File: src/rtl/int_mem_cfg.svh
`ifndef INT_MEM_CFG_SVH
`define INT_MEM_CFG_SVH

// word width
`define INT_MEM_DATA_W 32

// processor byte address width
`define INT_MEM_ADDR_W 16

// sram byte address width, 4 KB
`define INT_MEM_SRAM_ADDR_W 12

// boot rom byte address width, 256 bytes
`define INT_MEM_ROM_ADDR_W 8

// data address bit selecting the boot control register
`define INT_MEM_B_BIT 15

// minus the rom size in words, wrapped to the sram word address
`define INT_MEM_BOOT_OFFSET \
   ((`INT_MEM_SRAM_ADDR_W - 2)'(-(1 << (`INT_MEM_ROM_ADDR_W - 2))))

`endif

File: src/rtl/int_mem_pkg.sv
`include "int_mem_cfg.svh"

package int_mem_pkg;

   // one data word
   typedef logic [`INT_MEM_DATA_W-1:0] word_t;

   // one strobe bit per byte
   typedef logic [`INT_MEM_DATA_W/8-1:0] strb_t;

   // word addresses
   typedef logic [`INT_MEM_SRAM_ADDR_W-3:0] sram_addr_t;
   typedef logic [`INT_MEM_ROM_ADDR_W-3:0] rom_addr_t;

   // boot sequencer states
   typedef enum logic [1:0] {
      copy,
      drain,
      run
   } boot_state_t;

endpackage

File: src/rtl/ibus_merge.sv
`timescale 1ns/1ns

module ibus_merge (
   input  logic                    clk_i,
   input  logic                    reset_i,
   // copy write stream that always wins
   input  logic                    cp_valid_i,
   input  int_mem_pkg::sram_addr_t cp_addr_i,
   input  int_mem_pkg::word_t      cp_wdata_i,
   // processor instruction fetches
   input  logic                    rd_valid_i,
   input  int_mem_pkg::sram_addr_t rd_addr_i,
   output logic                    rd_ready_o,
   output logic                    rd_rvalid_o,
   output int_mem_pkg::word_t      rd_rdata_o,
   // sram port a
   output logic                    sram_valid_o,
   output int_mem_pkg::sram_addr_t sram_addr_o,
   output int_mem_pkg::word_t      sram_wdata_o,
   output int_mem_pkg::strb_t      sram_wstrb_o,
   input  int_mem_pkg::word_t      sram_rdata_i
);

   logic rd_grant;
   logic rd_pend_q;

   // fetch goes through only with no copy write
   assign rd_ready_o = ~cp_valid_i;
   assign rd_grant   = rd_valid_i & ~cp_valid_i;

   assign sram_valid_o = cp_valid_i | rd_grant;
   assign sram_addr_o  = cp_valid_i ? cp_addr_i : rd_addr_i;
   assign sram_wdata_o = cp_valid_i ? cp_wdata_i : '0;
   // copy writes whole words
   assign sram_wstrb_o = cp_valid_i ? '1 : '0;

   always_ff @(posedge clk_i) begin
      if (reset_i) begin
         rd_pend_q <= 1'b0;
      end else begin
         rd_pend_q <= rd_grant;
      end
   end

   assign rd_rvalid_o = rd_pend_q;
   assign rd_rdata_o  = sram_rdata_i;

   // a stalled fetch stays on the bus until it is taken
   a_fetch_held: assert property (@(posedge clk_i) disable iff (reset_i)
      rd_valid_i && !rd_ready_o |=> rd_valid_i && $stable(rd_addr_i));

endmodule

File: config.mk
export PLATFORM = sky130hd
export DESIGN_NAME = ibus_merge
export DESIGN_NICKNAME = d
export VERILOG_FILES = /design/src/rtl/int_mem_pkg.sv /design/src/rtl/ibus_merge.sv
export VERILOG_INCLUDE_DIRS = /design/src /design/src/rtl
export SDC_FILE = /design/constraint.sdc
export NUM_CORES = 1
export LEC_CHECK = 0
export BUFFER_PORTS_ARGS = -buffer_cell sky130_fd_sc_hd__buf_2
export CAP_MARGIN = 20
export CORE_AREA = 2 2 65 67
export DETAILED_ROUTE_END_ITERATION = 10
export DIE_AREA = 0 0 67 69
export GPL_ROUTABILITY_DRIVEN = 0
export PLACE_DENSITY_LB_ADDON = 0.2
export SETUP_SLACK_MARGIN = 0.3
export SLEW_MARGIN = 10
export SYNTH_ARGS = -nofsm -noshare
export SYNTH_HDL_FRONTEND = slang
export SYNTH_SLANG_ARGS = --single-unit
File: constraint.sdc
create_clock -name clk_i -period 1.1 [get_ports clk_i]
set_clock_uncertainty 0.1 [all_clocks]
set_input_delay 0.11 -clock clk_i [delete_from_list [all_inputs] [get_ports clk_i]]
set_output_delay 0.11 -clock clk_i [all_outputs]
set_load 0.02 [all_outputs]
# ---- After elaboration in Yosys (flattened, before gate mapping)
# Cells that the tools add are included.
dict set report op_classes {
  div 0
  reduce_logical 0
  bitwise 3
  mux 3
  n_mul 0
  magnitude_cmp 0
  n_addsub 0
  n_eq_ne 0
  shift 0
}
# cell n
set op_table {}
lappend op_table {{$mux W32} 1}
lappend op_table {{$mux W10} 1}
lappend op_table {{$mux W4} 1}
lappend op_table {{$and A1 B1 Y1} 1}
lappend op_table {{$not A1 Y1} 1}
lappend op_table {{$or A1 B1 Y1} 1}
dict set report word_totals {
  regBits 1
  memories 0
  ramBits 0
  out_inout_bits 81
  elab_cells 7
  inputBits 88
  latchBits 0
  rom_bits 0
}

# ---- Logic depth before layout (Yosys ltp)
dict set report depth {
  ltp_word 3
  mapped_depth 3
  ltp_nobuf 1
}

# ---- Worst setup path before layout
# Ideal clock, no wire load.
dict set report synth_timing {
  path_kind {input to output}
  start {input cp_valid_i}
  end {output sram_addr_o[4]}
  required_time_ns 0.890
  stages 3
  n_path_buf 2
  setup_slack_ns 0.208
  t_arrival_ns 0.682
  path_cell_list {buf_6 buf_8 mux2_4}
}
dict set report synth_via {
  elab_chain_len 1
}
# item line
set synth_lines {}
lappend synth_lines {{start: declaration} ibus_merge.sv:7} ;# input logic cp_valid_i,
lappend synth_lines {{$mux W10} ibus_merge.sv:32} ;# assign sram_addr_o = cp_valid_i ? cp_addr_i : rd_addr_i;
lappend synth_lines {{end: declaration} ibus_merge.sv:18} ;# output int_mem_pkg::sram_addr_t sram_addr_o,
# No other way between the ends.

# ---- Final worst setup path
# Ends and elaborated chain as after synthesis.

==> metrics.txt <==
status=finished, final reports clean; RSZ-0062 raised after global routing=yes; hold crit path type=primary input to output port; GR Layer Usage met3=0.00816; crit-path leading delay family=buffers and inverters; Syn Area/Cell=7.82 um^2; Area growth syn-to-layout=137%; layer with the highest usage=met2; Relative slew margins=0.911; commonest non-fill, non-tap cell in the layout=buf_2; post-layout instance area=0.00161 mm^2; core area=0.00391 mm^2; PortBufs=104; number of global-route vias before repair=803; Synth Instances=87; final hold vios=0; share of post-route cells with drive strength above 1=0.957; Initial Utilization=0.174; largest net degree at the start of global routing=11; min Tclk post-route=1.01 ns; GRT overflow=0; global-route wire length before repair=3710 um; Setup violations, final=0; height of the chip=69 um; Area after DPL=0.00102 mm^2; WS Path Type=primary input to output port; Die Wd=67 um; DRT antenna net count=0; Iter 0 DRT Violations=10; num rows=23; Crit path required time=0.89 ns; cts hold-fix bufs=0; drt pass-1 iters=4; vias per cell=3.77; worst path cell trace=buf_12, buf_12, mux2_4, buf_6; # DRC=0; Slew @ Worst Pin=0.133 ns; type of origin of the critical path=primary input; period utilization=0.917; Syn Nets=175; met1 Track Usage GR=0.0916; CP max stage cell=mux2_4; post-synth cell types=11; most used cell, CP=buf_12; max-cap check violation count=0; FMAX=0.991 GHz; worst path bufs/invs=3; Total GRT Usage=0.0974; number of flip-flops in the largest register=1; count of pins over their slew limit=0; WL/cell=12.3 um; most frequent cells in the layout=buf_2 (55), buf_6 (48), and2_4 (28), mux2_4 (10); nets@finish=252; crit path capture type=output port; via count=799; initial antenna violation count=0; # IOs=169; Antenna Cells=0; Worst path max stage delay=0.30 ns; Routed WL=2610 um; #FFs+latches synth=1; Pwr per Cell Area=491 mW/mm^2; full die area=0.00462 mm^2; detailed placer's ending HPWL=1740 um; Cells after DPL=203; register area share after synthesis=0.0294; leakage=0.875 nW; met2 Use GR=0.200; synth warn=0; final non-filler cell total=212; CP max FO=6; CP Data Arrival Time=0.80 ns; setup TNS=0 ns; peak supply drop=0.204 mV; synthesized cell area=681 um^2
==> power by group <==
part,total [mW],internal [mW],leakage (nW),switching [mW]
clock,0,0,0,0
sequential,0.0387,0.0385,0.00822,0.000244
combinational,0.753,0.461,0.867,0.293
==> timing repair <==
item | CTS | global route
buffers inserted | 2 | 1
gates resized for setup | 123 | 19
endpoints found under the setup margin | 44 | 48
pin swaps | 1 | 0
cloned | 4 | 2
==> cells in the mapped netlist <==
cell,count,area (um^2)
and2_1,32,200
buf_2,3,15.0
buf_4,36,270
buf_6,1,11.3
buf_8,1,15.0
dfxtp_1,1,20.0
inv_1,1,3.75
mux2_2,5,56.3
mux2_4,5,75.1
nor3b_1,1,7.51
or2_1,1,6.26
==> logic make-up (layout without fill, tap and decap cells) <==
kind of cell,Yosys count,after routing,synth area share
muxes,10,10,0.193
DFF,1,1,0.0294
buffers and inverters,42,117,0.463
and+or+nand+nor,34,34,0.314
==> worst paths after layout <==
path | start | endpoint | slack (ns) | cells past startpoint
max | cp_valid_i | sram_addr_o[4] | 0.09 | 4
min | sram_rdata_i[0] | rd_rdata_o[0] | 0.12 | 0
==> per-layer routing <==
metal,part of all wire,vias up
met5,0,-
met4,0.025,0
met3,0.090,20
met1,0.29,352
li1,-,384
met2,0.59,43
==> per-stage QoR <==
step | utilization | hold WS [ns] | power [mW] | worst slack [ns]
finish | 0.412 | 0.120 | 0.792 | 0.0909
global route | 0.412 | 0.120 | 0.831 | 0.0743
floorplan | - | 0.0858 | 0.480 | 0.211
global placement | 0.261 | 0.120 | 0.503 | 0.0201
detailed placement | 0.261 | 0.120 | 0.502 | 0.0207
CTS | 0.385 | 0.120 | 0.745 | 0.0905
==> layout make-up <==
class	count	area, um^2
fillers	391	2300
inverters	1	8.76
multi-input cells	44	434
flip-flops and latches	1	20.0
well taps	50	62.6
repair buffers	116	1090
Power figures use the tool's default switching activity.
