## src/rtl/int_mem_cfg.svh

```systemverilog
`ifndef INT_MEM_CFG_SVH
`define INT_MEM_CFG_SVH

// word width
`define INT_MEM_DATA_W 32

// processor byte address width
`define INT_MEM_ADDR_W 16

// sram byte address width, 4 KB
`define INT_MEM_SRAM_ADDR_W 12

// boot rom byte address width, 256 bytes
`define INT_MEM_ROM_ADDR_W 8

// data address bit selecting the boot control register
`define INT_MEM_B_BIT 15

// minus the rom size in words, wrapped to the sram word address
`define INT_MEM_BOOT_OFFSET \
   ((`INT_MEM_SRAM_ADDR_W - 2)'(-(1 << (`INT_MEM_ROM_ADDR_W - 2))))

`endif

```

## src/rtl/int_mem_pkg.sv

```systemverilog
`include "int_mem_cfg.svh"

package int_mem_pkg;

   // one data word
   typedef logic [`INT_MEM_DATA_W-1:0] word_t;

   // one strobe bit per byte
   typedef logic [`INT_MEM_DATA_W/8-1:0] strb_t;

   // word addresses
   typedef logic [`INT_MEM_SRAM_ADDR_W-3:0] sram_addr_t;
   typedef logic [`INT_MEM_ROM_ADDR_W-3:0] rom_addr_t;

   // boot sequencer states
   typedef enum logic [1:0] {
      copy,
      drain,
      run
   } boot_state_t;

endpackage

```

## src/rtl/data_bus_split.sv

```systemverilog
`timescale 1ns/1ns

module data_bus_split (
   input  logic                    clk_i,
   input  logic                    reset_i,
   // processor data master with the address already relocated
   input  logic                    m_valid_i,
   input  int_mem_pkg::sram_addr_t m_addr_i,
   input  logic                    m_sel_reg_i,
   input  int_mem_pkg::word_t      m_wdata_i,
   input  int_mem_pkg::strb_t      m_wstrb_i,
   output logic                    m_rvalid_o,
   output int_mem_pkg::word_t      m_rdata_o,
   // boot control register
   output logic                    reg_valid_o,
   input  int_mem_pkg::word_t      reg_rdata_i,
   // sram data port
   output logic                    sram_valid_o,
   output int_mem_pkg::sram_addr_t sram_addr_o,
   output int_mem_pkg::word_t      sram_wdata_o,
   output int_mem_pkg::strb_t      sram_wstrb_o,
   input  int_mem_pkg::word_t      sram_rdata_i
);

   logic m_read;
   logic rd_pend_q;
   logic rd_reg_q;

   // target decode
   assign reg_valid_o  = m_valid_i & m_sel_reg_i;
   assign sram_valid_o = m_valid_i & ~m_sel_reg_i;
   assign sram_addr_o  = m_addr_i;
   assign sram_wdata_o = m_wdata_i;
   assign sram_wstrb_o = m_wstrb_i;

   // zero strobe means read
   assign m_read = m_valid_i & ~(|m_wstrb_i);

   always_ff @(posedge clk_i) begin
      if (reset_i) begin
         rd_pend_q <= 1'b0;
      end else begin
         rd_pend_q <= m_read;
      end
   end

   // which target the pending read went to
   always_ff @(posedge clk_i) begin
      if (m_read) begin
         rd_reg_q <= m_sel_reg_i;
      end
   end

   assign m_rvalid_o = rd_pend_q;
   assign m_rdata_o  = rd_reg_q ? reg_rdata_i : sram_rdata_i;

endmodule

```

## config.mk

```make
export PLATFORM = sky130hd
export DESIGN_NAME = data_bus_split
export DESIGN_NICKNAME = d
export VERILOG_FILES = /design/src/rtl/int_mem_pkg.sv /design/src/rtl/data_bus_split.sv
export VERILOG_INCLUDE_DIRS = /design/src /design/src/rtl
export SDC_FILE = /design/constraint.sdc
export NUM_CORES = 1
export LEC_CHECK = 0
export BUFFER_PORTS_ARGS = -buffer_cell sky130_fd_sc_hd__buf_2
export CAP_MARGIN = 20
export CORE_AREA = 3 3 74 76
export DETAILED_ROUTE_END_ITERATION = 7
export DIE_AREA = 0 0 77 79
export PLACE_DENSITY_LB_ADDON = 0.3
export SLEW_MARGIN = 10
export SYNTH_ARGS = -nofsm -noshare
export SYNTH_HDL_FRONTEND = slang
export SYNTH_SLANG_ARGS = --single-unit
```

## constraint.sdc

```tcl
create_clock -name clk_i -period 2.7 [get_ports clk_i]
set_input_delay 0.54 -clock clk_i [delete_from_list [all_inputs] [get_ports clk_i]]
set_output_delay 0.54 -clock clk_i [all_outputs]
set_load 0.05 [all_outputs]
```

---- Word level (Yosys, flattened, before mapping) ----
Cells that the tools add are included.
word-level totals
  register bits after elaboration ......... 2
  input bits .............................. 114
  word-level logic and storage cells ...... 9
cells by class
  multiplexer cells ....................... 1
  bitwise gates (word level) .............. 5
  reductions and logical operators ........ 1
operators by type and width
  cell                number
  32-bit 2-to-1 mux   1
  4-bit OR reduction  1
  1-bit bitwise AND   3
  1-bit NOT           2

---- Logic depth before layout (Yosys ltp) ----
  depth after elaboration ................. 3
  gate-level depth with buffers ........... 3

---- Least setup slack after synthesis ----
OpenSTA, ideal clock, no wires.
  path type ............................... input -> output
  from .................................... input port m_valid_i
  to ...................................... output port sram_valid_o
  arrival ................................. 1.247 ns
  setup slack ............................. 0.913 ns
  stages .................................. 1
  path buffers ............................ 0
  cell sequence ........................... nor2b_1
on the way
  word-level cells in the longest chain between the ends .. 1
ends and longest elaborated chain
  item               line                  RTL
  from (decl)        data_bus_split.sv:7   input logic m_valid_i,
  1-bit bitwise AND  data_bus_split.sv:31  assign sram_valid_o = m_valid_i & ~m_sel_reg_i;
  to (decl)          data_bus_split.sv:18  output logic sram_valid_o,
Every way passes these cells.

---- Final worst setup path ----
  from .................................... register rd_reg_q
  to ...................................... output port m_rdata_o[18]
on the way
  word-level cells in the longest chain between the ends .. 1
ends and longest elaborated chain
  item                    line                  RTL
  from (decl)             data_bus_split.sv:27  logic rd_reg_q;
  from (signal assigned)  data_bus_split.sv:50  rd_reg_q <= m_sel_reg_i;
  32-bit 2-to-1 mux       data_bus_split.sv:55  assign m_rdata_o = rd_reg_q ? reg_rdata_i : sram_rdata_i;
  to (decl)               data_bus_split.sv:13  output int_mem_pkg::word_t m_rdata_o,
Every way passes these cells.

==> flow_metrics.tcl <==
set metrics [dict create \
    status "complete, no violations" \
    finalHoldViolCount 0 \
    routed_via_density 3.76 \
    syn_to_final_growth_pct 36.1 \
    final_cells 222 \
    postCtsHoldBufs 0 \
    synth.distinct_cells 13 \
    cts_tree "done" \
    first_pass_iters 4 \
    cts-buffers-inserted 3 \
    whs_ps 539 \
    num_vias 835 \
    rsz0062_at_grt "no" \
    cts.repair.resized 0 \
    clkSlewWorstSetupHoldPaths_ps 30 \
    maxCapViolations 0 \
    grt_pass1_wl_mm 4.88 \
    path_cells "buf_4 > mux2_2 > buf_2" \
    n_antenna_cell 0 \
    design.die.area_mm2 0.00608 \
    power_per_cell_area_mw_per_mm2 356 \
    placedCellCount 218 \
    synth_xor_area_share_pct 0 \
    cp_data_arrival_time_ps 1500 \
    cts_root_buf "clkbuf_8" \
    crit_path_max_fanout 32 \
    grt_antenna_before_repair 0 \
    avgSynthCellArea_um2 9.31 \
    ios 195 \
    yosysWarnings 0 \
    finalCritPeriodShare_pct 75.6 \
    grt_pass1_vias 835 \
    groute.usage.overall_pct 10.3 \
    synth_nets 204 \
    start_kind "flop" \
    critPathMaxStageDelay_ps 390 \
    slew_headroom_pct 73.1 \
    worst_pin_slew_ps 403 \
    drive_above_1_share_pct 94.2 \
    finalMaxSlewViolations 0 \
    endpoint_kind "output port" \
    fp-row-count 25 \
    synth_mux_area_share_pct 43.9 \
    coreArea_mm2 0.00479 \
    grt_start_max_net_pins 33 \
    synth_top_family_by_area "buffers and inverters" \
    synthSimpleGateAreaFrac_pct 4.33 \
    overflow 0 \
    routedWlPerCell_um 15.8 \
    drc 0 \
    synthesis.area_um2 838 \
    synth_compound_area_share_pct 0 \
    seq_area_frac_synth_pct 5.97 \
    cts_max_level 1 \
    peakVddDrop_mv 0.139 \
    finalSetupViolCount 0 \
    min_period_ps 2040 \
    drt-total-wl_mm 3.51 \
    ys_ff_latch 2 \
    start_util_pct 17.5 \
    fin_tns_setup_ps 0 \
    synth-adder-area-share_pct 0 \
    fin_util_pct 23.8 \
    worstSetupPathType "reg2out" \
    gp_congestion 0.745 \
    synth_cells 90 \
    critPathRequiredTime_ps 2160 \
    cp_slowest_cell "mux2_2" \
    drt_iter0_drc 34 \
    timing.fmax_ghz 0.490 \
    postCtsSetupRepairBufs 0 \
    crit_family "buffers and inverters" \
    clockBufferDepth 2 \
    power.leakage_nw 0.624 \
    die_h_um 79 \
    fin_nets 270 \
    hp-class "in2reg" \
    path_buf_inv 2 \
    cts_sinks 2 \
    fp.dieW_um 77 \
    io_buffers 110 \
    ant_nets 0 \
]
[power by group]
| group | switching (mW) | internal (mW) |
|---|---|---|
| Combinational | 0.163 | 0.0838 |
| Clock | 0.0264 | 0.100 |
| Sequential | 0.0000987 | 0.0326 |
| Total | 0.189 | 0.217 |
[through the flow]
stage                     setup slack, ps  cell area (µm²)  power, mW
after floorplan                       913              838      0.369
after global placement                869             1100      0.282
after detailed placement              876             1100      0.281
after CTS                             644             1140      0.413
after global routing                  581             1140      0.427
final                                 660             1140      0.406
[cell type report]
class	instances	area, µm²
Sequential cell	2	50.0
Timing Repair Buffer	111	558
Multi-Input combinational cell	38	404
Clock buffer	4	45.0
Fill cell	537	3640
Tap cell	67	83.8
[synthesized netlist by cell type]
| cell | instances | area, µm² |
|---|---|---|
| nor2_1 | 1 | 3.75 |
| mux2_2 | 30 | 338 |
| nand2b_1 | 1 | 6.26 |
| and2_1 | 1 | 6.26 |
| dfxtp_1 | 1 | 20.0 |
| buf_4 | 46 | 345 |
| buf_6 | 3 | 33.8 |
| mux2_4 | 2 | 30.0 |
| nor2b_1 | 1 | 6.26 |
| clkbuf_2 | 1 | 5.00 |
| nor4_1 | 1 | 6.26 |
| edfxtp_1 | 1 | 30.0 |
| or4_1 | 1 | 7.51 |
[path summary, 6_finish.rpt]
check | startpoint | end | cells after the start
min | m_sel_reg_i | rd_reg_q$_DFFE_PP_ | 1
max | rd_reg_q$_DFFE_PP_ | m_rdata_o[18] | 3
[cells in the final DEF (no fill, tap or decap)]
cell,instances
and2_1,1
buf_2,110
buf_4,1
clkbuf_1,1
clkbuf_8,3
dfxtp_1,1
edfxtp_1,1
mux2_2,30
mux2_4,2
nand2b_1,1
nor2_1,1
nor2b_1,1
nor4_1,1
or4_1,1
[logic make-up after synthesis]
group	count (synthesis)
buf+inv	50
flops	2
mux	32
simple gates	6
[per-layer routing]
metal | wire length (µm) | share of wire [%] | track usage, % | up-vias
met5 | 0 | 0 | 0 | -
met4 | 110 | 3.1 | 6.94 | 0
met3 | 617 | 18 | 5.33 | 14
met2 | 1700 | 49 | 17.2 | 90
met1 | 1080 | 31 | 9.82 | 345
li1 | - | - | - | 386
[registers in the layout (all words and copies together), names as in the netlist]
name / cells
rd_reg_q: 1
m_rvalid_o: 1
Power figures use the tool's default switching activity.
