## src/rtl/int_mem_cfg.svh

```systemverilog
`ifndef INT_MEM_CFG_SVH
`define INT_MEM_CFG_SVH

// word width
`define INT_MEM_DATA_W 32

// processor byte address width
`define INT_MEM_ADDR_W 16

// sram byte address width, 4 KB
`define INT_MEM_SRAM_ADDR_W 12

// boot rom byte address width, 256 bytes
`define INT_MEM_ROM_ADDR_W 8

// data address bit selecting the boot control register
`define INT_MEM_B_BIT 15

// minus the rom size in words, wrapped to the sram word address
`define INT_MEM_BOOT_OFFSET \
   ((`INT_MEM_SRAM_ADDR_W - 2)'(-(1 << (`INT_MEM_ROM_ADDR_W - 2))))

`endif

```

## src/rtl/int_mem_pkg.sv

```systemverilog
`include "int_mem_cfg.svh"

package int_mem_pkg;

   // one data word
   typedef logic [`INT_MEM_DATA_W-1:0] word_t;

   // one strobe bit per byte
   typedef logic [`INT_MEM_DATA_W/8-1:0] strb_t;

   // word addresses
   typedef logic [`INT_MEM_SRAM_ADDR_W-3:0] sram_addr_t;
   typedef logic [`INT_MEM_ROM_ADDR_W-3:0] rom_addr_t;

   // boot sequencer states
   typedef enum logic [1:0] {
      copy,
      drain,
      run
   } boot_state_t;

endpackage

```

## src/rtl/boot_ctrl.sv

```systemverilog
`timescale 1ns/1ns
`include "int_mem_cfg.svh"

module boot_ctrl (
   input  logic                    clk_i,
   input  logic                    reset_i,
   // control register slave
   input  logic                    reg_valid_i,
   input  int_mem_pkg::word_t      reg_wdata_i,
   input  int_mem_pkg::strb_t      reg_wstrb_i,
   output logic                    reg_rvalid_o,
   output int_mem_pkg::word_t      reg_rdata_o,
   // status
   output logic                    boot_o,
   output logic                    cpu_reset_o,
   // boot rom read port
   output logic                    rom_r_valid_o,
   output int_mem_pkg::rom_addr_t  rom_r_addr_o,
   input  int_mem_pkg::word_t      rom_r_rdata_i,
   // copy write stream towards the sram
   output logic                    cp_valid_o,
   output int_mem_pkg::sram_addr_t cp_addr_o,
   output int_mem_pkg::word_t      cp_wdata_o
);

   int_mem_pkg::boot_state_t state_q;
   int_mem_pkg::rom_addr_t   rd_cnt_q;
   int_mem_pkg::sram_addr_t  wr_addr_q;
   int_mem_pkg::word_t       rdata_q;
   logic                     go_q;
   logic                     wr_pend_q;
   logic                     boot_q;
   logic                     rst_pulse_q;
   logic                     rvalid_q;
   logic                     reg_write;
   logic                     reg_read;
   logic                     last_rd;

   assign reg_write = reg_valid_i & (|reg_wstrb_i);
   assign reg_read  = reg_valid_i & ~(|reg_wstrb_i);

   // control register: bit 0 boot flag, bit 1 cpu reset request
   always_ff @(posedge clk_i) begin
      if (reset_i) begin
         boot_q      <= 1'b1;
         rst_pulse_q <= 1'b0;
         rvalid_q    <= 1'b0;
      end else begin
         rst_pulse_q <= reg_write & reg_wdata_i[1];
         rvalid_q    <= reg_read;
         if (reg_write) begin
            boot_q <= reg_wdata_i[0];
         end
      end
   end

   always_ff @(posedge clk_i) begin
      if (reg_read) begin
         rdata_q <= int_mem_pkg::word_t'(boot_q);
      end
   end

   // rom reads start one cycle after reset is released
   assign rom_r_valid_o = go_q & (state_q == int_mem_pkg::copy);
   assign rom_r_addr_o  = rd_cnt_q;
   assign last_rd       = rom_r_valid_o & (&rd_cnt_q);

   always_ff @(posedge clk_i) begin
      if (reset_i) begin
         state_q   <= int_mem_pkg::copy;
         go_q      <= 1'b0;
         rd_cnt_q  <= '0;
         wr_pend_q <= 1'b0;
      end else begin
         go_q      <= 1'b1;
         wr_pend_q <= rom_r_valid_o;
         if (rom_r_valid_o) begin
            rd_cnt_q <= rd_cnt_q + 1'b1;
         end
         case (state_q)
            int_mem_pkg::copy: begin
               if (last_rd) begin
                  state_q <= int_mem_pkg::drain;
               end
            end
            // last write still in flight
            int_mem_pkg::drain: state_q <= int_mem_pkg::run;
            default: state_q <= int_mem_pkg::run;
         endcase
      end
   end

   // write address of the word now being read, relocated to the top
   always_ff @(posedge clk_i) begin
      if (rom_r_valid_o) begin
         wr_addr_q <= `INT_MEM_BOOT_OFFSET + int_mem_pkg::sram_addr_t'(rd_cnt_q);
      end
   end

   assign cp_valid_o   = wr_pend_q;
   assign cp_addr_o    = wr_addr_q;
   assign cp_wdata_o   = rom_r_rdata_i;
   assign boot_o       = boot_q;
   assign cpu_reset_o  = (state_q != int_mem_pkg::run) | rst_pulse_q;
   assign reg_rvalid_o = rvalid_q;
   assign reg_rdata_o  = rdata_q;

   a_copy_in_boot: assert property (@(posedge clk_i) disable iff (reset_i)
      cp_valid_o |-> (state_q inside {int_mem_pkg::copy, int_mem_pkg::drain}));

endmodule

```

## config.mk

```make
export PLATFORM = sky130hd
export DESIGN_NAME = boot_ctrl
export DESIGN_NICKNAME = d
export VERILOG_FILES = /design/src/rtl/int_mem_pkg.sv /design/src/rtl/boot_ctrl.sv
export VERILOG_INCLUDE_DIRS = /design/src /design/src/rtl
export SDC_FILE = /design/constraint.sdc
export NUM_CORES = 1
export LEC_CHECK = 0
export BUFFER_PORTS_ARGS = -buffer_cell sky130_fd_sc_hd__buf_2
export CAP_MARGIN = 20
export CORE_AREA = 3 3 66 68
export CTS_BUF_LIST = sky130_fd_sc_hd__clkbuf_8
export CTS_CLUSTER_DIAMETER = 80
export DETAILED_ROUTE_END_ITERATION = 8
export DIE_AREA = 0 0 69 71
export PLACE_DENSITY = 0.8
export SETUP_SLACK_MARGIN = 0.2
export SYNTH_ARGS = -nofsm -noshare
export SYNTH_HDL_FRONTEND = slang
export SYNTH_SLANG_ARGS = --single-unit
```

## constraint.sdc

```tcl
create_clock -name clk_i -period 1.8 [get_ports clk_i]
set_input_delay 0.27 -clock clk_i [delete_from_list [all_inputs] [get_ports clk_i]]
set_output_delay 0.27 -clock clk_i [all_outputs]
set_load 0.005 [all_outputs]
```

# Word level (Yosys, flattened, before mapping)
# Index checks and enable logic that the tools add are counted.
# classes
add_sub_neg,2
eq_ne,2
bitwise_logic,8
reduce_logical,4
muxes,3
# ops
cell,count
$add 7x7->8 const A,1
$add 6x1->6 const B,1
$reduce_and 6->1,1
$and 1x1->1,5
$mux 2,2
$ne 2x2->1 const B,2
$reduce_or 4->1,1
$logic_not 2->1,1
$not 1->1,2
$reduce_or 2->1,1
$mux 1,1
$or 1x1->1,1
# totals
reg_bits,24
out_inout_bits,85
word_cells,29
input_bits,71

# Longest topological paths before layout
# depth
depth_word,5
depth_mapped,4
mapped_depth_nobuf,4

# Worst setup path after synthesis
# Ideal clock, no wire load.
# synth_timing
path_kind,register to register
from,register state_q[1]
to,"register rd_cnt_q[4], in the netlist rom_r_addr_o[4]"
setup_time_ns,0.121
arrival_time_ns,1.314
path_stages_with_launch,4
path_buffers,0
path_slack_ns,0.364
period_less_slack_ns,1.436
required_ns,1.679
path_cell_list,dfxtp_1 nor3b_4 nand4_2 mux2_4
# synth_via
elab_chain_cells,2
# synth_rtl
item,line_no,source
"start, declared",boot_ctrl.sv:26,int_mem_pkg::boot_state_t state_q;
"start signal, assigned",boot_ctrl.sv:70,state_q <= int_mem_pkg::copy;
"start signal, assigned",boot_ctrl.sv:83,state_q <= int_mem_pkg::drain;
"start signal, assigned",boot_ctrl.sv:87,int_mem_pkg::drain: state_q <= int_mem_pkg::run;
$logic_not 2->1,boot_ctrl.sv:64,assign rom_r_valid_o = go_q & (state_q == int_mem_pkg::copy);
$and 1x1->1,boot_ctrl.sv:64,
via rom_r_valid_o,boot_ctrl.sv:17,"output logic rom_r_valid_o,"
"end signal, assigned",boot_ctrl.sv:78,rd_cnt_q <= rd_cnt_q + 1'b1;
"end, declared",boot_ctrl.sv:27,int_mem_pkg::rom_addr_t rd_cnt_q;
# The timed path passes the listed nets, and every way through them passes these cells.
# A chain may end at the register's enable or synchronous reset.

# Worst setup path in the final report
# layout_timing
from,register state_q[1]
to,output port rom_r_valid_o
# layout_via
elab_chain_cells,2
# layout_rtl
item,line_no
$logic_not 2->1,boot_ctrl.sv:64
$and 1x1->1,boot_ctrl.sv:64
"end, declared",boot_ctrl.sv:17
# No other way between the ends.

==> out/qor.csv <==
stage;metric;value;unit
placement;dp.final_hpwl;1.36;mm
detailed_routing;route.detailed.wl_per_inst;9.67;um
sta;fin_skew;0.000469;ns
die;io_pins;156;
synth;synth-edff-count;7;
synth;number_of_warnings_issued_by_yosys;0;
sta;period_minus_slack;1.41;ns
setup_path;r2r-start;state_q[1];
cts;cts.hold.buffers_added;0;
global_route;global_route.overflow_total;0;
synth;synth_mux_area_frac;0.0291;
worst_hold_path;worstHoldPathType;input port to flip-flop;
pwr;p_leak;0.000543;uW
setup_path;critPathLaunchType;flip-flop;
sta;grt_setup_unrepaired;no;
cells_and_area;n_antenna_cell;0;
detailed_routing;vias_per_cell;3.86;
cts;cts_tree;yes;
sta;setup_viol;0;
cells_and_area;fraction_of_final_layout_cells_with_drive_strength_greater_than_1;0.298;
setup_path;cp_data_required_time;1.53;ns
detailed_routing;initialDrtViolationCount;82;
cts;cts_max_path_buffers;2;
pwr;total_power;907;uW
die;initial_core_util;0.318;
pwr;max-vdd-ir-drop;0.209;mV
sta;worst_pin_slew;0.481;ns
cts;cts-resized-gates;0;
placement;place.gp.congestion;0.664;
cts;clk_root_buffer_cell;sky130_fd_sc_hd__clkbuf_8;
run_status;run_status;complete, no violations;
synth;postSynthRegisterBits;20;
sta;finalWorstSetupSlack;0.394;ns
global_route;first_global_vias;568;
die;floorplan.die.height;71;um
sta;worst_slew_margin_rel;0.675;
setup_path;critical_path.top_delay_family;flip-flops;
cts;post_cts.repair.setup_buffers;0;
setup_path;setup.worst_path.class;flip-flop to output port;
synth;synth_top_area_share;0.404;
synth;synth_compound_gate_area_share;0.0221;
global_route;grt_max_degree;15;
run;number_of_maximum_capacitance_constraint_violations;0;
pwr;power_per_cell_area;811;nW/um2
sta;clock.fmax;0.711;GHz
synth;synthArstFlopShare;0;
cts;clock_sinks;20;
sta;maxSlewViolCount;0;
setup_path;longest_individual_stage_delay_on_the_worst_path;0.35;ns
setup_path;startpoint;state_q[1];
die;floorplan.rows;23;
global_route;antenna_found_initial;0;
synth;synth.distinct_cells;28;
cells_and_area;nNetsFinal;197;
synth;yosys.area_share.xor_xnor;0.0141;
synth;post_synthesis_instance_total;128;
detailed_routing;drtAntennaViolNets;0;
setup_path;cp_cell_sequence;nor3b_4 -> buf_2;
synth;post_synth_instance_area;1250;um2
sta;setup_tns;0;ns
setup_path;end_kind;output port;
die;die_width;69;um
synth;synth_area_leader_cell;sky130_fd_sc_hd__buf_4;
detailed_routing;drt_first_pass_iters;3;
detailed_routing;detail_route.drc_violations;0;
global_route;grt_use_total;0.0647;
synth;adder_cell_share_of_the_synthesized_area;0.0100;
cts;clkTransAtPathRegs;0.07;ns
synth;dominantRegCellSynth;sky130_fd_sc_hd__dfxtp_1;
cts;clock_tree.htree_level_count;1;
synth;synth_seq_area_share;0.378;
cells_and_area;area.growth.synth_to_final;-10.2;%
cts;insertion_delay;0.25;ns
die;die-area;4900;um2
cells_and_area;final_core_util;0.286;
synth;synth-simple-area-share;0.129;
synth;synth_top_family_by_area;buffers and inverters;
setup_path;critPathBufInv;1;
setup_path;worstPathMaxFanout;7;
cells_and_area;nFillCells;418;
placement;placement.setup.worst_slack;0.504;ns
cts;cts_buffers;3;
die;fp.coreArea;3910;um2
placement;buffer_ports.inserted;26;
sta;final_hold_viol_count;0;
sta;final_min_period_over_clock_period;0.781;
synth;syn_avg_cell_area;9.74;um2
setup_path;cell_with_the_largest_stage_delay_on_the_worst_path;sky130_fd_sc_hd__dfxtp_1;
synth;synthTopCellsByArea;sky130_fd_sc_hd__buf_4 (40%), sky130_fd_sc_hd__dfxtp_1 (21%), sky130_fd_sc_hd__edfxtp_1 (17%), sky130_fd_sc_hd__nor2_1 (2.7%), sky130_fd_sc_hd__nor3b_4 (1.5%);
detailed_routing;totalWireLength;1.68;mm
global_route;grt_pass1_wl;2.50;mm
setup_path;critical_path_arrival;1.14;ns
worst_hold_path;hold_start;reg_wdata_i[0];
detailed_routing;detailroute.via_count;671;
==> state kept, by name (all words and copies together), names as in the netlist <==
signal        count
boot_o            1
cp_addr_o         6
cp_valid_o        1
go_q              1
reg_rdata_o       1
reg_rvalid_o      1
rom_r_addr_o      6
rst_pulse_q       1
state_q           2
==> synthesized netlist by cell type, types with 2 or more instances <==
cell type	count
sky130_fd_sc_hd__buf_4	67
sky130_fd_sc_hd__dfxtp_1	13
sky130_fd_sc_hd__nor2_1	9
sky130_fd_sc_hd__edfxtp_1	7
sky130_fd_sc_hd__a21oi_1	2
sky130_fd_sc_hd__and3_1	2
sky130_fd_sc_hd__conb_1	2
sky130_fd_sc_hd__inv_1	2
sky130_fd_sc_hd__nand3_1	2
sky130_fd_sc_hd__nor2b_1	2
sky130_fd_sc_hd__nor3_1	2
sky130_fd_sc_hd__xnor2_1	2
==> metrics by stage <==
stage,std cells,hold WS [ns],area [um2]
6_report,174,0.263,1120
5_1_grt,174,0.270,1120
4_1_cts,174,0.257,1120
3_5_place_dp,170,0.452,1060
3_3_place_gp,170,0.453,1060
2_1_floorplan,161,0.416,1370
==> final timing paths <==
path         cells after the start              end  slack [ns]
max                              2    rom_r_valid_o        0.39
min                              3           boot_o        0.26
max reg2reg                      4  rom_r_addr_o[1]        0.49
min reg2reg                      0   reg_rdata_o[0]        0.47
==> report_power, final <==
part	switching (uW)	total, uW	internal, uW	leakage, uW
sequential	10.6	496	485	0.000176
clock	137	331	194	0.0000288
combinational	48.2	79.6	31.4	0.000338
total	196	907	711	0.000543
==> cells in the final DEF, fill, tap and decap left out <==
cell                       instances
sky130_fd_sc_hd__and2_2            1
sky130_fd_sc_hd__nor4_1            1
sky130_fd_sc_hd__nor3b_1           1
sky130_fd_sc_hd__nand4_2           1
sky130_fd_sc_hd__xnor2_1           2
sky130_fd_sc_hd__ha_1              1
sky130_fd_sc_hd__nand4_1           1
sky130_fd_sc_hd__and4bb_2          1
sky130_fd_sc_hd__a21o_2            1
sky130_fd_sc_hd__nand3_1           2
sky130_fd_sc_hd__mux2i_1           1
sky130_fd_sc_hd__edfxtp_1          7
sky130_fd_sc_hd__and3_1            2
sky130_fd_sc_hd__nor2_1            9
sky130_fd_sc_hd__nand2_1           1
sky130_fd_sc_hd__inv_1             2
sky130_fd_sc_hd__nor2b_1           2
sky130_fd_sc_hd__dfxtp_1          13
sky130_fd_sc_hd__buf_4             1
sky130_fd_sc_hd__o41ai_1           1
sky130_fd_sc_hd__a21oi_1           2
sky130_fd_sc_hd__clkbuf_8          4
sky130_fd_sc_hd__mux2_4            1
sky130_fd_sc_hd__conb_1           35
sky130_fd_sc_hd__mux2_1            1
sky130_fd_sc_hd__buf_2            26
sky130_fd_sc_hd__and2_1            1
sky130_fd_sc_hd__nor3b_4           1
sky130_fd_sc_hd__nor3_1            2
==> cell type report <==
type / count / area [um2] / share of cell area
Sequential cell: 20 / 470 / 0.421
Multi-Input combinational cell: 71 / 385 / 0.345
Timing Repair Buffer: 27 / 138 / 0.123
Tap cell: 50 / 62.6 / 0.0559
Clock buffer: 4 / 55.1 / 0.0492
Inverter: 2 / 7.51 / 0.00671
==> worst reg2reg max path: cells and delay by family, from the launching register on <==
family	cells	cell delay, ns
buf+inv	1	0.25
simple gates	2	0.40
flops	1	0.35
mux	1	0.20
==> kinds of logic after synthesis <==
family / Yosys count
adders and majority gates: 1
DFF: 20
AOI/OAI and AO/OA: 4
buffers and inverters: 70
and+or+nand+nor: 26
muxes: 3
other: 2
xor gates and xnor gates: 2
==> metal layers <==
layer | part of all wire | track usage | up-vias | routed length [um]
met2 | 0.51 | 0.113 | 48 | 851
met4 | 0.068 | 0.0781 | 0 | 115
li1 | - | - | 303 | -
met5 | 0 | 0 | - | 0
met1 | 0.30 | 0.0523 | 302 | 502
met3 | 0.13 | 0.0199 | 18 | 214
Power figures use the tool's default switching activity.
